### src/include/mips_defines.svh
`ifndef MIPS_DEFINES_SVH
`define MIPS_DEFINES_SVH

`define DATA_W 32     // datapath word width.
`define DIV_STEPS 32  // one quotient bit per divider iteration.
`define MUL_LAT 2     // cycles from accepted strobe to ack for mult.

`endif
### src/mips_pkg.sv
`default_nettype none

`include "mips_defines.svh"

package mips_pkg;

    typedef logic [`DATA_W-1:0] word_t;

    typedef enum logic [5:0] {
        op_add,
        op_addu,
        op_sub,
        op_subu,
        op_and,
        op_or,
        op_xor,
        op_nor,
        op_slt,
        op_sltu,
        op_sll,
        op_srl,
        op_sra,
        op_clz,
        op_clo,
        op_movz,
        op_movn,
        op_link,
        op_mult,
        op_multu,
        op_div,
        op_divu,
        op_madd,
        op_maddu,
        op_msub,
        op_msubu,
        op_mfhi,
        op_mflo,
        op_mthi,
        op_mtlo,
        op_nop
    } exec_op_t;

    typedef enum logic [2:0] {
        br_none,
        br_eq,
        br_ne,
        br_ltz,
        br_gez,
        br_gtz,
        br_lez
    } branch_t;

    typedef enum logic [1:0] {
        st_idle,
        st_mul,
        st_div,
        st_done
    } muldiv_state_t;

endpackage

`default_nettype wire

### src/muldiv_if.sv
`default_nettype none

interface muldiv_if;
    import mips_pkg::*;

    logic     cyc;
    logic     stb;
    exec_op_t op;
    word_t    srca;
    word_t    srcb;
    logic     ack;
    word_t    hi; // HI after the operation, valid with ack.
    word_t    lo;

    modport master (output cyc, stb, op, srca, srcb, input ack, hi, lo);
    modport slave (input cyc, stb, op, srca, srcb, output ack, hi, lo);

endinterface

`default_nettype wire

### src/exec_pipe.sv
`default_nettype none

module exec_pipe (
    input  logic               clk,
    input  logic               rst,
    input  logic               flush,
    input  logic               valid,
    input  mips_pkg::exec_op_t op,
    input  mips_pkg::branch_t  br,
    input  mips_pkg::word_t    srca,
    input  mips_pkg::word_t    srcb,
    input  mips_pkg::word_t    imm,
    input  logic               use_imm,
    input  logic [4:0]         shamt,
    input  mips_pkg::word_t    pcplus4,
    output mips_pkg::word_t    result,
    output logic               overflow,
    output logic               taken,
    output logic               write,
    output logic               finish,
    muldiv_if.master           bus
);
    import mips_pkg::*;

    word_t op_a;
    word_t op_b;
    word_t alu_y;
    logic  alu_ov;
    logic  is_md;
    logic  is_shift;
    logic  no_write;
    logic  cond;
    logic  block_q; // one idle cycle after ack or flush.

    assign is_shift = op inside {op_sll, op_srl, op_sra};
    assign is_md    = op inside {op_mult, op_multu, op_div, op_divu, op_madd, op_maddu,
                                 op_msub, op_msubu, op_mfhi, op_mflo, op_mthi, op_mtlo};
    assign no_write = op inside {op_mult, op_multu, op_div, op_divu, op_madd, op_maddu,
                                 op_msub, op_msubu, op_mthi, op_mtlo, op_nop};

    assign op_a = is_shift ? word_t'(shamt) : srca;
    assign op_b = use_imm ? imm : srcb;

    alu u_alu (
        .op       (op),
        .a        (op_a),
        .b        (op_b),
        .y        (alu_y),
        .overflow (alu_ov)
    );

    always_comb
    begin
        case (br)
            br_eq:   cond = (srca == srcb);
            br_ne:   cond = (srca != srcb);
            br_ltz:  cond = srca[31];
            br_gez:  cond = !srca[31];
            br_gtz:  cond = !srca[31] && (srca != '0);
            br_lez:  cond = srca[31] || (srca == '0);
            default: cond = 1'b0;
        endcase
    end

    assign taken = valid && cond;

    always_comb
    begin
        if (op == op_movz)
            write = valid && (op_b == '0);
        else if (op == op_movn)
            write = valid && (op_b != '0);
        else
            write = valid && !no_write;
    end

    always_comb
    begin
        if (op == op_link)
            result = pcplus4 + 32'd4;
        else if (op == op_mfhi)
            result = bus.hi;
        else if (is_md)
            result = bus.lo;
        else
            result = alu_y;
    end

    assign overflow = is_md ? 1'b0 : alu_ov;
    assign finish   = !is_md || bus.ack;

    always_ff @(posedge clk)
    begin
        if (rst)
            block_q <= 1'b0;
        else
            block_q <= bus.ack || flush;
    end

    assign bus.cyc  = valid && is_md && !block_q && !flush;
    assign bus.stb  = bus.cyc;
    assign bus.op   = op;
    assign bus.srca = op_a;
    assign bus.srcb = op_b;

    // a pending request holds its op and operands until ack or flush.
    assert property (@(posedge clk) disable iff (rst)
        bus.cyc && !bus.ack |=> flush || (bus.cyc && $stable(bus.op) && $stable(bus.srca) &&
                                          $stable(bus.srcb)));

endmodule

`default_nettype wire

### src/alu.sv
`default_nettype none

`include "mips_defines.svh"

module alu (
    input  mips_pkg::exec_op_t op,
    input  mips_pkg::word_t    a,
    input  mips_pkg::word_t    b,
    output mips_pkg::word_t    y,
    output logic               overflow
);
    import mips_pkg::*;

    word_t sum;
    word_t diff;

    // number of zero bits above the highest set bit, DATA_W for zero.
    function automatic word_t lead_zeros(input word_t w);
        word_t cnt;
        logic  found;
        cnt   = '0;
        found = 1'b0;
        for (int i = `DATA_W - 1; i >= 0; i--)
        begin
            if (!found)
            begin
                if (w[i])
                    found = 1'b1;
                else
                    cnt = cnt + 1'b1;
            end
        end
        return cnt;
    endfunction

    assign sum  = a + b;
    assign diff = a - b;

    always_comb
    begin
        y        = '0;
        overflow = 1'b0;
        case (op)
            op_add:
            begin
                y        = sum;
                overflow = (a[31] == b[31]) && (sum[31] != a[31]); // same signs in, other sign out.
            end
            op_addu: y = sum;
            op_sub:
            begin
                y        = diff;
                overflow = (a[31] != b[31]) && (diff[31] != a[31]);
            end
            op_subu: y = diff;
            op_and:  y = a & b;
            op_or:   y = a | b;
            op_xor:  y = a ^ b;
            op_nor:  y = ~(a | b);
            op_slt:  y = word_t'($signed(a) < $signed(b));
            op_sltu: y = word_t'(a < b);
            op_sll:  y = b << a[4:0];
            op_srl:  y = b >> a[4:0];
            op_sra:  y = $signed(b) >>> a[4:0];
            op_clz:  y = lead_zeros(a);
            op_clo:  y = lead_zeros(~a); // leading ones are leading zeros of the complement.
            op_movz, op_movn: y = a;
            default: y = '0;
        endcase
    end

endmodule

`default_nettype wire

### src/flat_wrapper.sv
// flat-port wrapper written by rule: the top's interface ports become plain ports
module exec_pipe_flat import mips_pkg::*;
  (clk, rst, flush, valid, op, br, srca, srcb, imm, use_imm, shamt, pcplus4, result, overflow, taken, write, finish, bus_cyc, bus_stb, bus_op, bus_srca, bus_srcb, bus_ack, bus_hi, bus_lo);
  muldiv_if bus_i ();
  input  logic clk;
  input  logic rst;
  input  logic flush;
  input  logic valid;
  input  mips_pkg::exec_op_t op;
  input  mips_pkg::branch_t br;
  input  mips_pkg::word_t srca;
  input  mips_pkg::word_t srcb;
  input  mips_pkg::word_t imm;
  input  logic use_imm;
  input  logic [4:0] shamt;
  input  mips_pkg::word_t pcplus4;
  output mips_pkg::word_t result;
  output logic overflow;
  output logic taken;
  output logic write;
  output logic finish;
  output wire logic [$bits(bus_i.cyc)-1:0] bus_cyc;
  output wire logic [$bits(bus_i.stb)-1:0] bus_stb;
  output wire logic [$bits(bus_i.op)-1:0] bus_op;
  output wire logic [$bits(bus_i.srca)-1:0] bus_srca;
  output wire logic [$bits(bus_i.srcb)-1:0] bus_srcb;
  input wire logic [$bits(bus_i.ack)-1:0] bus_ack;
  input wire logic [$bits(bus_i.hi)-1:0] bus_hi;
  input wire logic [$bits(bus_i.lo)-1:0] bus_lo;
  assign bus_cyc = bus_i.cyc;
  assign bus_stb = bus_i.stb;
  assign bus_op = bus_i.op;
  assign bus_srca = bus_i.srca;
  assign bus_srcb = bus_i.srcb;
  assign bus_i.ack = bus_ack;
  assign bus_i.hi = bus_hi;
  assign bus_i.lo = bus_lo;
  exec_pipe u_core (.clk(clk), .rst(rst), .flush(flush), .valid(valid), .op(op), .br(br), .srca(srca), .srcb(srcb), .imm(imm), .use_imm(use_imm), .shamt(shamt), .pcplus4(pcplus4), .result(result), .overflow(overflow), .taken(taken), .write(write), .finish(finish), .bus(bus_i));
endmodule
### config.mk
export PLATFORM = sky130hd
export DESIGN_NAME = exec_pipe_flat
export DESIGN_NICKNAME = d
export VERILOG_FILES = /design/src/mips_pkg.sv /design/src/muldiv_if.sv /design/src/exec_pipe.sv /design/src/alu.sv /design/src/flat_wrapper.sv
export VERILOG_INCLUDE_DIRS = /design/src /design/src/include
export SDC_FILE = /design/constraint.sdc
export NUM_CORES = 1
export LEC_CHECK = 0
export BUFFER_PORTS_ARGS = -buffer_cell sky130_fd_sc_hd__buf_4
export CAP_MARGIN = 20
export CORE_MARGIN = 2
export CORE_UTILIZATION = 25
export DETAILED_ROUTE_END_ITERATION = 8
export GPL_TIMING_DRIVEN = 0
export PLACE_DENSITY_LB_ADDON = 0.3
export SYNTH_ARGS = -nofsm -noshare
export SYNTH_HDL_FRONTEND = slang
export SYNTH_SLANG_ARGS = --single-unit
### constraint.sdc
create_clock -name clk -period 104.8 [get_ports clk]
set_input_delay 20.96 -clock clk [delete_from_list [all_inputs] [get_ports clk]]
set_output_delay 20.96 -clock clk [all_outputs]
set_load 0.1 [all_outputs]
==> metrics.cfg <==
[status]
status=complete, no violations

[die]
fp.dieArea_um2=76800
rows=100
die_h_um=277
start_util=0.251
coreArea_um2=74200
fp.dieW_um=277
boundaryPins=320

[global_routing]
grt_max_degree=14
grt_pass1_wl_um=166000
antenna_violations_before_repair=6
gr-usage-all-layers=0.289
grt_pass1_vias=23500
global_route.overflow_total=0

[yosys]
average_instance_area_after_synthesis_um2=6.42
yosys.cell_types.count=109
synth_sequential_area_ratio=0.00107
synth_area_um2=18700
synth_async_sr_flop_share=0
synth_ff_type=sky130_fd_sc_hd__dfxtp_1
number_of_flops_mapped_to_enable_cells_by_yosys=0
syn_nets=3277
synthesis.instances=2907
ys.warnings.count=0
synth-seq-cells=1

[sta]
finalWorstPathRequiredPeriod_ps=67100
rsz0062_at_grt=no
worst_slew_margin_rel=0.166
setup_viol_count_final=0
timing.final.hold_violations=0
final.period_utilization=0.640
clock.fmax_mhz=14.9
finalMaxSlewViolations=0
timing_worst_slew_pin_value_ps=1220
timing.setup.tns_ps=0

[finish]
reg.largest.list=u_core.block_q x1
final_cell_mix=sky130_fd_sc_hd__nand2_1, sky130_fd_sc_hd__buf_4, sky130_fd_sc_hd__nor2_1, sky130_fd_sc_hd__a21oi_1, sky130_fd_sc_hd__o21ai_0
multiInputGateArea_um2=17400
ratio_of_cells_with_drive_above_1_in_the_final_layout=0.136
layout_commonest_cell=sky130_fd_sc_hd__nand2_1
largest_register_ff_count=1
most_flops_register=u_core.block_q
ff_latch_area_um2=20.0
num-fill-cells=8468
area_growth_pct=20.1
finalNetCount=3606

[clock_network]
post_cts.repair.setup_buffers=0
post_cts.resized_instances=0
cts_clock_pin_slew_for_the_worst_setup_and_hold_paths_ps=0
cts-hold-fix-buffers=0

[route]
drc=0
drt-vias-per-instance=5.96
drt-total-wl_um=117000
first_iter_violations=2815
wl_per_cell_um=27.8
route.antenna.remaining_nets=0
dr_total_vias=25100
detail_route.first_pass.iterations=7

[setup_path]
critical_path_start_end_classification=primary input to output port
launching_element_of_the_worst_setup_path=op[3]
slowest_stage=sky130_fd_sc_hd__a2111oi_0
crit_required_ps=83840
critPathMaxStageDelay_ps=790
critical_path.most_common_cell=sky130_fd_sc_hd__ha_1
cp_data_arrival_time_ps=46140
startpoint_type=primary input
critPathMaxFanout=10
worstSetupEndpointType=output port

[min_path]
hold-path-cell-count=2
min_from=rst
holdCritPathClass=primary input to flip-flop

[run]
cap_viol_max_count=0

[placed_design]
hpwl_after_detailed_placement_um=98400
place.port_buffers=309
gp_congestion=1.09

-- stage by stage --
stage	cell area [µm²]	hold WS (ps)	util	worst slack, ps	cells
detailed placement	22400	21120	0.302	38130	4201
CTS	22400	21120	0.302	38000	4201
global placement	22200	21120	0.299	38080	4185
global route	22400	21140	0.302	36450	4203
finish	22400	21120	0.302	37700	4205
floorplan	18700	21030	-	41910	2907
-- cells by family after synthesis --
kind of cell             Yosys count  synth area share
AND/OR/NAND/NOR                 1111             0.285
multiplexers                     128            0.0698
AO/OA/AOI/OAI                    925             0.323
XOR/XNOR                         256             0.141
flip-flops                         1           0.00107
adder cells (fa/ha/maj)          170             0.113
buffers and inverters            316            0.0675
-- cell usage after synthesis (68+ instances only) --
master	instances	area, µm²
sky130_fd_sc_hd__xor2_1	109	955
sky130_fd_sc_hd__ha_1	156	1950
sky130_fd_sc_hd__nand3_1	111	556
sky130_fd_sc_hd__xnor2_1	117	1020
sky130_fd_sc_hd__nor3_1	70	350
sky130_fd_sc_hd__inv_1	145	544
sky130_fd_sc_hd__clkbuf_1	116	435
sky130_fd_sc_hd__mux2i_1	112	1120
sky130_fd_sc_hd__a21oi_1	253	1270
sky130_fd_sc_hd__a221oi_1	68	596
sky130_fd_sc_hd__nand2_1	347	1300
sky130_fd_sc_hd__o21ai_0	200	1000
sky130_fd_sc_hd__nor2_1	298	1120
-- layer usage --
metal	share of wire	routed length (µm)	track usage	up-vias
li1	-	-	-	11400
met1	0.42	49100	0.385	11900
met2	0.43	50500	0.455	1476
met3	0.096	11200	0.0528	292
met4	0.052	6080	0.126	6
met5	0.00036	42	0	-
-- worst paths after layout --
path | to | slack, ps
setup / recovery | result[8] | 37700
hold / removal | u_core.block_q | 21120
-- critical path: cells and delay by family --
| kind | cells | cell delay, ps |
|---|---|---|
| buffers and inverters | 16 | 4120 |
| and+or+nand+nor | 20 | 3620 |
| AOI/OAI and AO/OA | 27 | 5110 |
| adders and majority gates | 31 | 9740 |
| muxes | 11 | 2580 |
-- area by class of cell --
class	instances	area share
multi-input combinational	2590	0.777
timing repair buffer	327	0.112
tap	969	0.0541
buffer	166	0.0311
inverter	150	0.0251
sequential	1	0.000894
antenna	2	0.000223
