## config.mk

```make
export PLATFORM = sky130hd
export DESIGN_NAME = muldiv_arbiter_flat
export DESIGN_NICKNAME = d
export VERILOG_FILES = /design/src/mips_pkg.sv /design/src/muldiv_if.sv /design/src/muldiv_arbiter.sv /design/src/flat_wrapper.sv
export VERILOG_INCLUDE_DIRS = /design/src /design/src/include
export SDC_FILE = /design/constraint.sdc
export NUM_CORES = 1
export LEC_CHECK = 0
export CORE_AREA = 2 2 162 164
export DETAILED_ROUTE_END_ITERATION = 10
export DIE_AREA = 0 0 164 166
export DONT_BUFFER_PORTS = 1
export SLEW_MARGIN = 0
export SYNTH_ARGS = -nofsm -noshare
export SYNTH_HDL_FRONTEND = slang
export SYNTH_SLANG_ARGS = --single-unit
```

## constraint.sdc

```tcl
create_clock -name clk -period 1.7 [get_ports clk]
set_input_delay 0.34 -clock clk [delete_from_list [all_inputs] [get_ports clk]]
set_output_delay 0.34 -clock clk [all_outputs]
set_load 0.02 [all_outputs]
```

## src/include/mips_defines.svh

```systemverilog
`ifndef MIPS_DEFINES_SVH
`define MIPS_DEFINES_SVH

`define DATA_W 32     // datapath word width.
`define DIV_STEPS 32  // one quotient bit per divider iteration.
`define MUL_LAT 2     // cycles from accepted strobe to ack for mult.

`endif
```

## src/mips_pkg.sv

```systemverilog
`default_nettype none

`include "mips_defines.svh"

package mips_pkg;

    typedef logic [`DATA_W-1:0] word_t;

    typedef enum logic [5:0] {
        op_add,
        op_addu,
        op_sub,
        op_subu,
        op_and,
        op_or,
        op_xor,
        op_nor,
        op_slt,
        op_sltu,
        op_sll,
        op_srl,
        op_sra,
        op_clz,
        op_clo,
        op_movz,
        op_movn,
        op_link,
        op_mult,
        op_multu,
        op_div,
        op_divu,
        op_madd,
        op_maddu,
        op_msub,
        op_msubu,
        op_mfhi,
        op_mflo,
        op_mthi,
        op_mtlo,
        op_nop
    } exec_op_t;

    typedef enum logic [2:0] {
        br_none,
        br_eq,
        br_ne,
        br_ltz,
        br_gez,
        br_gtz,
        br_lez
    } branch_t;

    typedef enum logic [1:0] {
        st_idle,
        st_mul,
        st_div,
        st_done
    } muldiv_state_t;

endpackage

`default_nettype wire

```

## src/muldiv_if.sv

```systemverilog
`default_nettype none

interface muldiv_if;
    import mips_pkg::*;

    logic     cyc;
    logic     stb;
    exec_op_t op;
    word_t    srca;
    word_t    srcb;
    logic     ack;
    word_t    hi; // HI after the operation, valid with ack.
    word_t    lo;

    modport master (output cyc, stb, op, srca, srcb, input ack, hi, lo);
    modport slave (input cyc, stb, op, srca, srcb, output ack, hi, lo);

endinterface

`default_nettype wire

```

## src/muldiv_arbiter.sv

```systemverilog
`default_nettype none

module muldiv_arbiter (
    input  logic     clk,
    input  logic     rst,
    input  logic     flush,
    muldiv_if.slave  m0,
    muldiv_if.slave  m1,
    muldiv_if.master s
);

    logic grant_q; // 0 selects m0, 1 selects m1.
    logic busy_q;
    logic sel;
    logic granted_cyc;

    assign sel         = busy_q ? grant_q : !m0.cyc; // m0 holds the older instruction.
    assign granted_cyc = grant_q ? m1.cyc : m0.cyc;

    always_ff @(posedge clk)
    begin
        if (rst || flush)
        begin
            busy_q  <= 1'b0;
            grant_q <= 1'b0;
        end
        else if (!busy_q)
        begin
            if (m0.cyc || m1.cyc)
            begin
                busy_q  <= 1'b1;
                grant_q <= sel;
            end
        end
        else if (!granted_cyc)
            busy_q <= 1'b0;
    end

    assign s.cyc  = sel ? m1.cyc : m0.cyc;
    assign s.stb  = sel ? m1.stb : m0.stb;
    assign s.op   = sel ? m1.op : m0.op;
    assign s.srca = sel ? m1.srca : m0.srca;
    assign s.srcb = sel ? m1.srcb : m0.srcb;

    assign m0.ack = s.ack && !sel;
    assign m1.ack = s.ack && sel;
    assign m0.hi  = sel ? '0 : s.hi;
    assign m0.lo  = sel ? '0 : s.lo;
    assign m1.hi  = sel ? s.hi : '0;
    assign m1.lo  = sel ? s.lo : '0;

    // the unit answers only inside a held grant whose master is still waiting.
    assert property (@(posedge clk) disable iff (rst) s.ack |-> busy_q && granted_cyc);

endmodule

`default_nettype wire

```

## src/flat_wrapper.sv

```systemverilog
// flat-port wrapper written by rule: the top's interface ports become plain ports
module muldiv_arbiter_flat 
  (clk, rst, flush, m0_cyc, m0_stb, m0_op, m0_srca, m0_srcb, m0_ack, m0_hi, m0_lo, m1_cyc, m1_stb, m1_op, m1_srca, m1_srcb, m1_ack, m1_hi, m1_lo, s_cyc, s_stb, s_op, s_srca, s_srcb, s_ack, s_hi, s_lo);
  muldiv_if m0_i ();
  muldiv_if m1_i ();
  muldiv_if s_i ();
  input  logic clk;
  input  logic rst;
  input  logic flush;
  input wire logic [$bits(m0_i.cyc)-1:0] m0_cyc;
  input wire logic [$bits(m0_i.stb)-1:0] m0_stb;
  input wire logic [$bits(m0_i.op)-1:0] m0_op;
  input wire logic [$bits(m0_i.srca)-1:0] m0_srca;
  input wire logic [$bits(m0_i.srcb)-1:0] m0_srcb;
  output wire logic [$bits(m0_i.ack)-1:0] m0_ack;
  output wire logic [$bits(m0_i.hi)-1:0] m0_hi;
  output wire logic [$bits(m0_i.lo)-1:0] m0_lo;
  input wire logic [$bits(m1_i.cyc)-1:0] m1_cyc;
  input wire logic [$bits(m1_i.stb)-1:0] m1_stb;
  input wire logic [$bits(m1_i.op)-1:0] m1_op;
  input wire logic [$bits(m1_i.srca)-1:0] m1_srca;
  input wire logic [$bits(m1_i.srcb)-1:0] m1_srcb;
  output wire logic [$bits(m1_i.ack)-1:0] m1_ack;
  output wire logic [$bits(m1_i.hi)-1:0] m1_hi;
  output wire logic [$bits(m1_i.lo)-1:0] m1_lo;
  output wire logic [$bits(s_i.cyc)-1:0] s_cyc;
  output wire logic [$bits(s_i.stb)-1:0] s_stb;
  output wire logic [$bits(s_i.op)-1:0] s_op;
  output wire logic [$bits(s_i.srca)-1:0] s_srca;
  output wire logic [$bits(s_i.srcb)-1:0] s_srcb;
  input wire logic [$bits(s_i.ack)-1:0] s_ack;
  input wire logic [$bits(s_i.hi)-1:0] s_hi;
  input wire logic [$bits(s_i.lo)-1:0] s_lo;
  assign m0_i.cyc = m0_cyc;
  assign m0_i.stb = m0_stb;
  assign m0_i.op = m0_op;
  assign m0_i.srca = m0_srca;
  assign m0_i.srcb = m0_srcb;
  assign m0_ack = m0_i.ack;
  assign m0_hi = m0_i.hi;
  assign m0_lo = m0_i.lo;
  assign m1_i.cyc = m1_cyc;
  assign m1_i.stb = m1_stb;
  assign m1_i.op = m1_op;
  assign m1_i.srca = m1_srca;
  assign m1_i.srcb = m1_srcb;
  assign m1_ack = m1_i.ack;
  assign m1_hi = m1_i.hi;
  assign m1_lo = m1_i.lo;
  assign s_cyc = s_i.cyc;
  assign s_stb = s_i.stb;
  assign s_op = s_i.op;
  assign s_srca = s_i.srca;
  assign s_srcb = s_i.srcb;
  assign s_i.ack = s_ack;
  assign s_i.hi = s_hi;
  assign s_i.lo = s_lo;
  muldiv_arbiter u_core (.clk(clk), .rst(rst), .flush(flush), .m0(m0_i), .m1(m1_i), .s(s_i));
endmodule
```

==> results.sh, run 1 <==
export IMPL_dr_pass1_iters=7
export IMPL_fin_area_mm2=0.00342
export IMPL_reg2reg_slack_ps=720
export IMPL_die_area_mm2=0.0272
export IMPL_postCtsHoldBufs=0
export IMPL_cp_required_ps=1360
export IMPL_reg2reg_to="u_core.busy_q$_SDFF_PP0_"
export IMPL_clock_latency_ps=220
export IMPL_min_period_ps=1870
export IMPL_num_fill_cells=2841
export IMPL_track_usage_pct=8.65
export IMPL_synth_area_leaders="mux2_4, and2_1, buf_6"
export IMPL_synth_warnings=0
export IMPL_cts_buffer_depth=2
export IMPL_drv_cap=0
export IMPL_end_kind="output pin"
export IMPL_worstPathArrival_ps=1530
export IMPL_power_density_mw_per_mm2=622
export IMPL_grt_pass1_wl_um=16200
export IMPL_ant_nets=0
export IMPL_stdcell_count=585
export IMPL_setup_violations=187
export IMPL_wl_per_cell_um=23.2
export IMPL_maxSlewViolCount=0
export IMPL_synthesis_area_mm2=0.00216
export IMPL_hold_depth=1
export IMPL_async_flop_share_pct=0
export IMPL_post_route_cells_drive_above_1_share_pct=95.2
export IMPL_core_area_mm2=0.0256
export IMPL_die_h_um=166
export IMPL_post_route_period_util_pct=110
export IMPL_synthTopCellsByCount="and2_1, mux2_4, buf_6, clkbuf_1, a21oi_1"
export IMPL_r2r_cells=4
export IMPL_grt_overflow_total=0
export IMPL_ys_ff_latch=2
export IMPL_initial_core_util_pct=8.45
export IMPL_synth_cell_types=14
export IMPL_clock_sinks=2
export IMPL_cts_root_buf="clkbuf_16"
export IMPL_via_per_inst=3.41
export IMPL_syn_inst=237
export IMPL_place_port_buffers=0
export IMPL_place_inst=560
export IMPL_hold_class="in -> reg"
export IMPL_io_pins=414
export IMPL_syn_nets=449
export IMPL_worstMarginPinSlew_ps=376
export IMPL_hold_viol=0
export IMPL_drt_iter0_drc=54
export IMPL_worstSetupPathType="reg -> out"
export IMPL_start_kind="flip-flop"
export IMPL_fin_skew_ps=2.81
export IMPL_synth_edf_count=0
export IMPL_drc_errors=0
export IMPL_syn_area_per_cell_um2=9.13
export IMPL_hold_ws_ps=192
export IMPL_relSlewSlack_pct=74.9
export IMPL_p_leak_nw=1.54
export IMPL_synthToLayoutAreaGrowth_pct=58.1
export IMPL_timing_final_ws_setup_ps=-171
export IMPL_dp_hpwl_um=9790
export IMPL_placed_cell_area_mm2=0.00253
export IMPL_yosys_most_used_dff="dfxtp_1"
export IMPL_grt_max_degree=32
export IMPL_wl_um=13600
export IMPL_yosysSeqAreaShare_pct=1.85
export IMPL_min_to="u_core.busy_q$_SDFF_PP0_"
export IMPL_hp_start="flush"
export IMPL_rows=59
export IMPL_finalPower_w=0.00213
export IMPL_nNetsFinal=462
export IMPL_ir_worst_vdd_mv=0.318
export IMPL_crit_path_max_fanout=16
export IMPL_synth_top_cell_area_share_pct=49.2
export IMPL_violations="negative setup slack"
export IMPL_cts_buffers=3
export IMPL_antenna_found_initial=2
export IMPL_r2r_start="u_core.grant_q$_SDFFE_PP0P_"
export IMPL_path_clk_slew_ps=30
export IMPL_die_x_um=164
export IMPL_outcome="complete, but fails checks"
export IMPL_rsz0062_at_grt="true"
export IMPL_grt_pass1_vias=2007
export IMPL_route_vias_total=1992
export IMPL_cts_max_level=1
export IMPL_final_util_pct=13.4
export IMPL_gp_congestion=0.818
export IMPL_cts_tree="yes"
export IMPL_synth_top_area_cell="mux2_4"
export IMPL_max_freq_mhz=534
export IMPL_yosysMostFrequentCell="and2_1"
kinds of logic after synthesis:
family / count (synthesis) / synth area share, %
AO/OA/AOI/OAI: 4 / 1.04
buffers and inverters: 24 / 8.73
flip-flops: 2 / 1.85
multiplexers: 71 / 49.2
AND/OR/NAND/NOR: 136 / 39.1
through the flow:
step	setup TNS, ps	setup slack (ps)
after global routing	-37700	-234
final	-25570	-171
after CTS	-27110	-176
after floorplan	0	77.1
after detailed placement	-8750	-150
after global placement	-5120	-97.2
layout by cell type, fill, tap and decap left out:
| cell | netlist | final |
|---|---|---|
| inv_1 | 2 | 2 |
| and2_1 | 130 | 2 |
| a21oi_4 | 0 | 1 |
| mux2_4 | 71 | 71 |
| buf_4 | 0 | 6 |
| and2_2 | 0 | 19 |
| nor4_1 | 2 | 2 |
| dfxtp_4 | 0 | 1 |
| clkbuf_16 | 0 | 5 |
| nor2_1 | 1 | 1 |
| nand2b_1 | 1 | 1 |
| buf_16 | 0 | 10 |
| and2_4 | 0 | 109 |
| a21oi_1 | 3 | 2 |
| dfxtp_1 | 2 | 1 |
| diode_2 | 0 | 2 |
| nor3_1 | 1 | 1 |
| nor2b_4 | 0 | 1 |
| buf_12 | 0 | 5 |
| a21o_4 | 0 | 1 |
| buf_6 | 13 | 4 |
| bufbuf_16 | 0 | 3 |
report_power, final:
group | internal [W] | total [W] | switching, W
clock network | 0.000299 | 0.000350 | 0.0000508
logic | 0.000803 | 0.00173 | 0.000924
registers | 0.0000489 | 0.0000518 | 0.00000285
total | 0.00115 | 0.00213 | 0.000978
repair_timing:
action / CTS / global route
gates resized for setup: 205 / 56
buffers inserted: 3 / 3
gates cloned: 12 / 3
pin swaps: 15 / 50
setup endpoints to repair: 192 / 199
routing by layer:
| layer | GRT usage (%) | share of wire, % | vias to the layer above |
|---|---|---|---|
| met5 | 0 | 0 | - |
| met4 | 2.44 | 2.1 | 0 |
| met3 | 3.72 | 14 | 7 |
| met2 | 17.0 | 54 | 235 |
| met1 | 7.91 | 30 | 950 |
| li1 | - | - | 800 |
area by class of cell:
type / instances / area (um^2) / share of cell area [%]
antenna: 2 / 5.00 / 0.146
sequential: 2 / 43.8 / 1.28
clock buffer: 3 / 75.1 / 2.19
multi-input combinational: 211 / 2260 / 66.0
timing repair buffer: 30 / 613 / 17.9
tap: 335 / 419 / 12.2
inverter: 2 / 7.51 / 0.219
worst max path at each step:
stage                                   startpoint          to  slack (ps)  cells past startpoint
after floorplan                             m0_cyc    m0_hi[0]          80                      6
after global placement                      m0_cyc  s_srcb[24]        -100                      4
after detailed placement  u_core.busy_q$_SDFF_PP0_  s_srcb[27]        -150                      4
after CTS                 u_core.busy_q$_SDFF_PP0_  s_srca[24]        -180                      5
after global routing      u_core.busy_q$_SDFF_PP0_  s_srca[28]        -230                      5
final                     u_core.busy_q$_SDFF_PP0_  s_srca[24]        -170                      5
worst max-delay path, stage by stage, from the launching register on:
cell,delay (ps)
dfxtp_4,350
nor2b_4,120
a21o_4,120
buf_12,160
buf_16,180
mux2_4,360
registers in the layout, summed over array words and instances, names as in the netlist:
name,count
u_core.grant_q,1
u_core.busy_q,1
(Power assumes the default switching activity.)
==> inputs of run 2 (changes only) <==
CORE_AREA = 3 3 159 161   (was 2 2 162 164)
DIE_AREA = 0 0 162 164   (was 0 0 164 166)
==> run 2 against run 1 <==
Net effect: the run still ends with negative setup slack left; combinational power rose by 10%; core utilization is 2.0 points higher; clock-buffer cell count unchanged; wire length fell by 2.5%; sequential power rose by 2%; maximum frequency shrank 0.50%; global-route usage fell by 0.23 points; register-to-register slack got worse by 20 ps; die area down 2.4%; sequential share of layout area fell by 0.13 points; largest cell class unchanged; largest power group unchanged.
==> results.sh, run 2 (synthesis results as in run 1) <==
export IMPL_outcome="complete, but fails checks"
export IMPL_post_route_cells_drive_above_1_share_pct=95.8
export IMPL_die_h_um=164
export IMPL_clock_latency_ps=220
export IMPL_initial_core_util_pct=8.98
export IMPL_max_freq_mhz=532
export IMPL_end_kind="output pin"
export IMPL_hold_ws_ps=195
export IMPL_dr_pass1_iters=4
export IMPL_rsz0062_at_grt="true"
export IMPL_ir_worst_vdd_mv=0.255
export IMPL_p_sw_w=0.00104
export IMPL_postCtsHoldBufs=0
export IMPL_cp_required_ps=1360
export IMPL_gp_congestion=0.855
export IMPL_grtUsageMet2_pct=16.7
export IMPL_grt_pass1_wl_um=15600
export IMPL_grt_overflow_total=0
export IMPL_swShare_pct=44.9
export IMPL_drv_cap=0
export IMPL_start_kind="flip-flop"
export IMPL_grt_use_met3_pct=1.92
export IMPL_drc_errors=0
export IMPL_worstPathArrival_ps=1540
export IMPL_worstMarginPinSlew_ps=393
export IMPL_grt_max_degree=32
export IMPL_min_period_ps=1880
export IMPL_final_common_cell="and2_4"
export IMPL_wl_per_cell_um=22.6
export IMPL_top_regs="u_core.busy_q: 1 flops, u_core.grant_q: 1 flops"
export IMPL_pre_cts_ws_ps=-104
export IMPL_drt_iter0_drc=78
export IMPL_p_seq_share_pct=2.3
export IMPL_antenna_found_initial=1
export IMPL_nNetsFinal=475
export IMPL_die_area_mm2=0.0266
export IMPL_rows=57
export IMPL_setup_tns_final_ps=-26300
export IMPL_clock_sinks=2
export IMPL_internal_power_w=0.00127
export IMPL_cts_tree="yes"
export IMPL_fin_skew_ps=1.35
export IMPL_wl_um=13200
export IMPL_synthToLayoutAreaGrowth_pct=70.9
export IMPL_place_port_buffers=0
export IMPL_route_vias_total=2061
export IMPL_track_usage_pct=8.42
export IMPL_cts_buffers=3
export IMPL_worstSetupPathType="reg -> out"
export IMPL_pwr_share_clk_pct=15.1
export IMPL_setup_violations=198
export IMPL_violations="negative setup slack"
export IMPL_core_area_mm2=0.0241
export IMPL_placed_cell_area_mm2=0.00253
export IMPL_busiest_layer="met2"
export IMPL_hold_class="in -> reg"
export IMPL_path_clk_slew_ps=30
export IMPL_relSlewSlack_pct=73.7
export IMPL_post_route_period_util_pct=111
export IMPL_ant_nets=0
export IMPL_grt_util_met1_pct=8.44
export IMPL_die_x_um=162
export IMPL_num_fill_cells=2725
export IMPL_fin_area_mm2=0.00370
export IMPL_cts_root_buf="clkbuf_16"
export IMPL_grt_pass1_vias=2177
export IMPL_maxSlewViolCount=0
export IMPL_final_util_pct=15.3
export IMPL_cts_buffer_depth=2
export IMPL_crit_path_max_fanout=5
export IMPL_io_pins=414
export IMPL_cts_max_level=1
export IMPL_timing_final_ws_setup_ps=-180
export IMPL_via_per_inst=3.52
export IMPL_power_density_mw_per_mm2=624
export IMPL_hold_viol=0
export IMPL_pwr_share_comb_pct=82.6
export IMPL_final_cell_mix="and2_4, mux2_4, buf_16, buf_12, buf_4"
export IMPL_p_leak_nw=1.68
run 2: cell types whose count changed in the layout (fill, tap and decap cells not counted), moves of 2 or more:
cell / before / now
and2_4: 109 / 127
buf_16: 10 / 19
buf_6: 4 / 1
buf_12: 5 / 11
and2_2: 19 / 0
buf_4: 6 / 9
dfxtp_2: 0 / 2
bufbuf_16: 3 / 0
run 2: worst paths after layout:
check	startpoint	end	slack [ps]	cells past startpoint
min reg2reg	u_core.grant_q$_SDFFE_PP0P_	u_core.grant_q$_SDFFE_PP0P_	650	3
max	u_core.busy_q$_SDFF_PP0_	s_srca[27]	-180	5
min	rst	u_core.busy_q$_SDFF_PP0_	200	1
max reg2reg	u_core.busy_q$_SDFF_PP0_	u_core.busy_q$_SDFF_PP0_	700	4
run 2: repair_timing:
action,CTS,global route
cloned,17,2
resized for setup,282,2
setup endpoints to repair,200,200
buffers inserted,11,3
pin swaps,24,2
run 2: power groups by stage:
stage | clock network, W | logic, W | registers (W)
floorplan | 0 | 0.00116 | 0.0000517
global placement | 0 | 0.00126 | 0.0000519
detailed placement | 0 | 0.00127 | 0.0000520
CTS | 0.000353 | 0.00188 | 0.0000525
global route | 0.000359 | 0.00198 | 0.0000529
finish | 0.000349 | 0.00191 | 0.0000528
run 2: critical path, cell delays in order, from the launching register on:
cell	delay, ps
dfxtp_2	370
nor2b_4	60
a21o_4	210
buf_12	160
buf_16	140
mux2_4	360
run 2: through the flow:
step / instances / power, W
final: 586 / 0.00231
after global routing: 586 / 0.00239
after CTS: 580 / 0.00228
after detailed placement: 549 / 0.00132
after global placement: 549 / 0.00132
after floorplan: 237 / 0.00122
run 2: cell type report:
class	instances	area, um^2	share of cell area, %
clock buffers	3	75.1	2.03
multi-input cells	211	2280	61.6
flip-flops and latches	2	42.5	1.15
repair buffers	43	887	24.0
diodes	1	2.50	0.0676
inverters	2	7.51	0.203
well taps	324	405	11.0
run 2: layer usage:
metal	wire (um)	share of wire, %	vias up
met3	1240	9.3	23
met2	7200	54	247
li1	-	-	826
met5	0	0	-
met1	4260	32	965
met4	546	4.1	0
==> inputs of run 3 (changes only) <==
==> constraint.sdc (replaced) <==
create_clock -name clk -period 1.7 [get_ports clk]
set_input_delay 0 -clock clk [delete_from_list [all_inputs] [get_ports clk]]
set_output_delay 0 -clock clk [all_outputs]
set_load 0.02 [all_outputs]
==> run 3 against run 2 <==
Net effect: the flow now finishes without violations; clock-buffer cell count unchanged; maximum frequency up 15%; setup slack better by 250 ps; cell count down 6.0%; first-iteration DRC count up 12%; design area down 29%; die area unchanged; critical path depth down 1.
==> results.sh, run 3 (synthesis results as in run 1) <==
export IMPL_die_x_um=162
export IMPL_clock_sinks=2
export IMPL_wl_um=9600
export IMPL_die_h_um=164
export IMPL_die_area_mm2=0.0266
export IMPL_r2r_cells=4
export IMPL_drt_iter0_drc=87
export IMPL_initial_core_util_pct=8.98
export IMPL_place_port_buffers=0
export IMPL_cts_buffer_depth=2
export IMPL_cts_tree="yes"
export IMPL_cts_max_level=1
export IMPL_core_area_mm2=0.0241
export IMPL_grt_pass1_vias=1821
export IMPL_route_vias_total=1865
export IMPL_track_usage_pct=5.86
export IMPL_io_pins=414
export IMPL_reg2reg_to="u_core.busy_q$_SDFF_PP0_"
export IMPL_maxSlewViolCount=0
export IMPL_hp_start="m1_cyc"
export IMPL_fin_skew_ps=2.17
export IMPL_cts_setup_buffers=0
export IMPL_min_to="u_core.grant_q$_SDFFE_PP0P_"
export IMPL_grt_pass1_wl_um=11300
export IMPL_end_kind="output pin"
export IMPL_relSlewSlack_pct=73.3
export IMPL_hold_viol=0
export IMPL_hold_depth=2
export IMPL_setup_violations=0
export IMPL_rows=57
export IMPL_crit_path_max_fanout=38
export IMPL_grt_overflow_total=0
export IMPL_cts_buffers=3
export IMPL_clock_latency_ps=220
export IMPL_drc_errors=0
export IMPL_finalPower_w=0.00168
export IMPL_drv_cap=0
export IMPL_ant_nets=0
export IMPL_path_clk_slew_ps=30
export IMPL_diodes=0
export IMPL_p_leak_nw=1.08
export IMPL_final_cell_mix="and2_1, mux2_4, clkbuf_16, dlygate4sd3_1"
export IMPL_min_period_ps=1630
export IMPL_max_freq_mhz=612
export IMPL_worstSetupPathType="reg -> out"
export IMPL_wl_per_cell_um=17.4
export IMPL_top_regs="u_core.busy_q: 1 flops, u_core.grant_q: 1 flops"
export IMPL_nNetsFinal=441
export IMPL_stdcell_count=551
export IMPL_power_density_mw_per_mm2=638
export IMPL_worstMarginPinSlew_ps=400
export IMPL_via_per_inst=3.38
export IMPL_cp_required_ps=1700
export IMPL_final_util_pct=10.9
export IMPL_hold_class="in -> reg"
export IMPL_ir_worst_vdd_mv=0.191
export IMPL_worstPathArrival_ps=1630
export IMPL_r2r_start="u_core.busy_q$_SDFF_PP0_"
export IMPL_post_route_period_util_pct=96.1
export IMPL_dr_pass1_iters=4
export IMPL_final_common_cell="and2_1"
export IMPL_cts_root_buf="clkbuf_16"
export IMPL_antenna_found_initial=0
export IMPL_grt_max_degree=66
export IMPL_post_route_cells_drive_above_1_share_pct=37.0
export IMPL_synthToLayoutAreaGrowth_pct=21.3
export IMPL_place_inst=544
export IMPL_start_kind="flip-flop"
export IMPL_rsz0062_at_grt="false"
export IMPL_reg2reg_slack_ps=250
export IMPL_outcome="complete, no violations"
export IMPL_gp_congestion=0.874
## run 3: changes by cell type in the layout (fill, tap and decap cells not counted), sizes merged
cell         delta
buf            -35
clkbuf          -2
diode           -1
dlygate4sd3     +3
## run 3: worst max-delay path by stage
stage	from	end	slack, ps
4_1_cts	u_core.busy_q$_SDFF_PP0_	s_srca[27]	-20
6_report	u_core.busy_q$_SDFF_PP0_	s_srca[19]	70
3_3_place_gp	u_core.busy_q$_SDFF_PP0_	s_op[4]	160
2_1_floorplan	u_core.busy_q$_SDFF_PP0_	m0_hi[0]	440
3_5_place_dp	u_core.busy_q$_SDFF_PP0_	s_srcb[26]	110
5_1_grt	u_core.busy_q$_SDFF_PP0_	s_srcb[20]	5
## run 3: where the power goes
group	internal [W]	total (W)	switching (W)	leakage, nW
Clock	0.000299	0.000353	0.0000535	0.0370
Sequential	0.0000498	0.0000530	0.00000318	0.0168
Combinational	0.000446	0.00127	0.000824	1.02
Total	0.000796	0.00168	0.000881	1.08
## run 3: what timing repair did
item / 4_1_cts / 5_1_grt
hold endpoints to repair: 2 / 0
gates resized for setup: 3 / 5
hold buffers: 3 / 0
gates cloned: 1 / 0
setup endpoints to repair: 121 / 80
## run 3: area by class of cell
cell class                 count  area [um^2]
clock buffer                   3         75.1
multi-input combinational    211         1960
tap                          324          405
sequential                     2         41.3
inverter                       2         7.51
timing repair buffer           9          140
fill                        2814        21500
## run 3: worst max-delay path, stage by stage (launching register included)
cell and delay, ps:
dfxtp_2 340, nor2b_2 160, a21o_4 190, buf_16 250
mux2_4 390
## run 3: stage by stage
step	hold WS, ps	setup WS [ps]	setup TNS, ps	instance area (um^2)
global route	19.4	5.36	0	2630
CTS	5.50	-24.6	-242	2620
finish	11.6	66.0	0	2630
detailed placement	87.6	106	0	2470
floorplan	78.1	443	0	2160
global placement	87.3	161	0	2470
## run 3: per-layer routing
layer / share of wire (%) / vias up / GRT usage (%)
li1: - / 749 / -
met1: 33 / 862 / 6.05
met2: 50 / 239 / 10.6
met3: 15 / 15 / 2.72
met4: 2.4 / 0 / 1.82
met5: 0 / - / 0
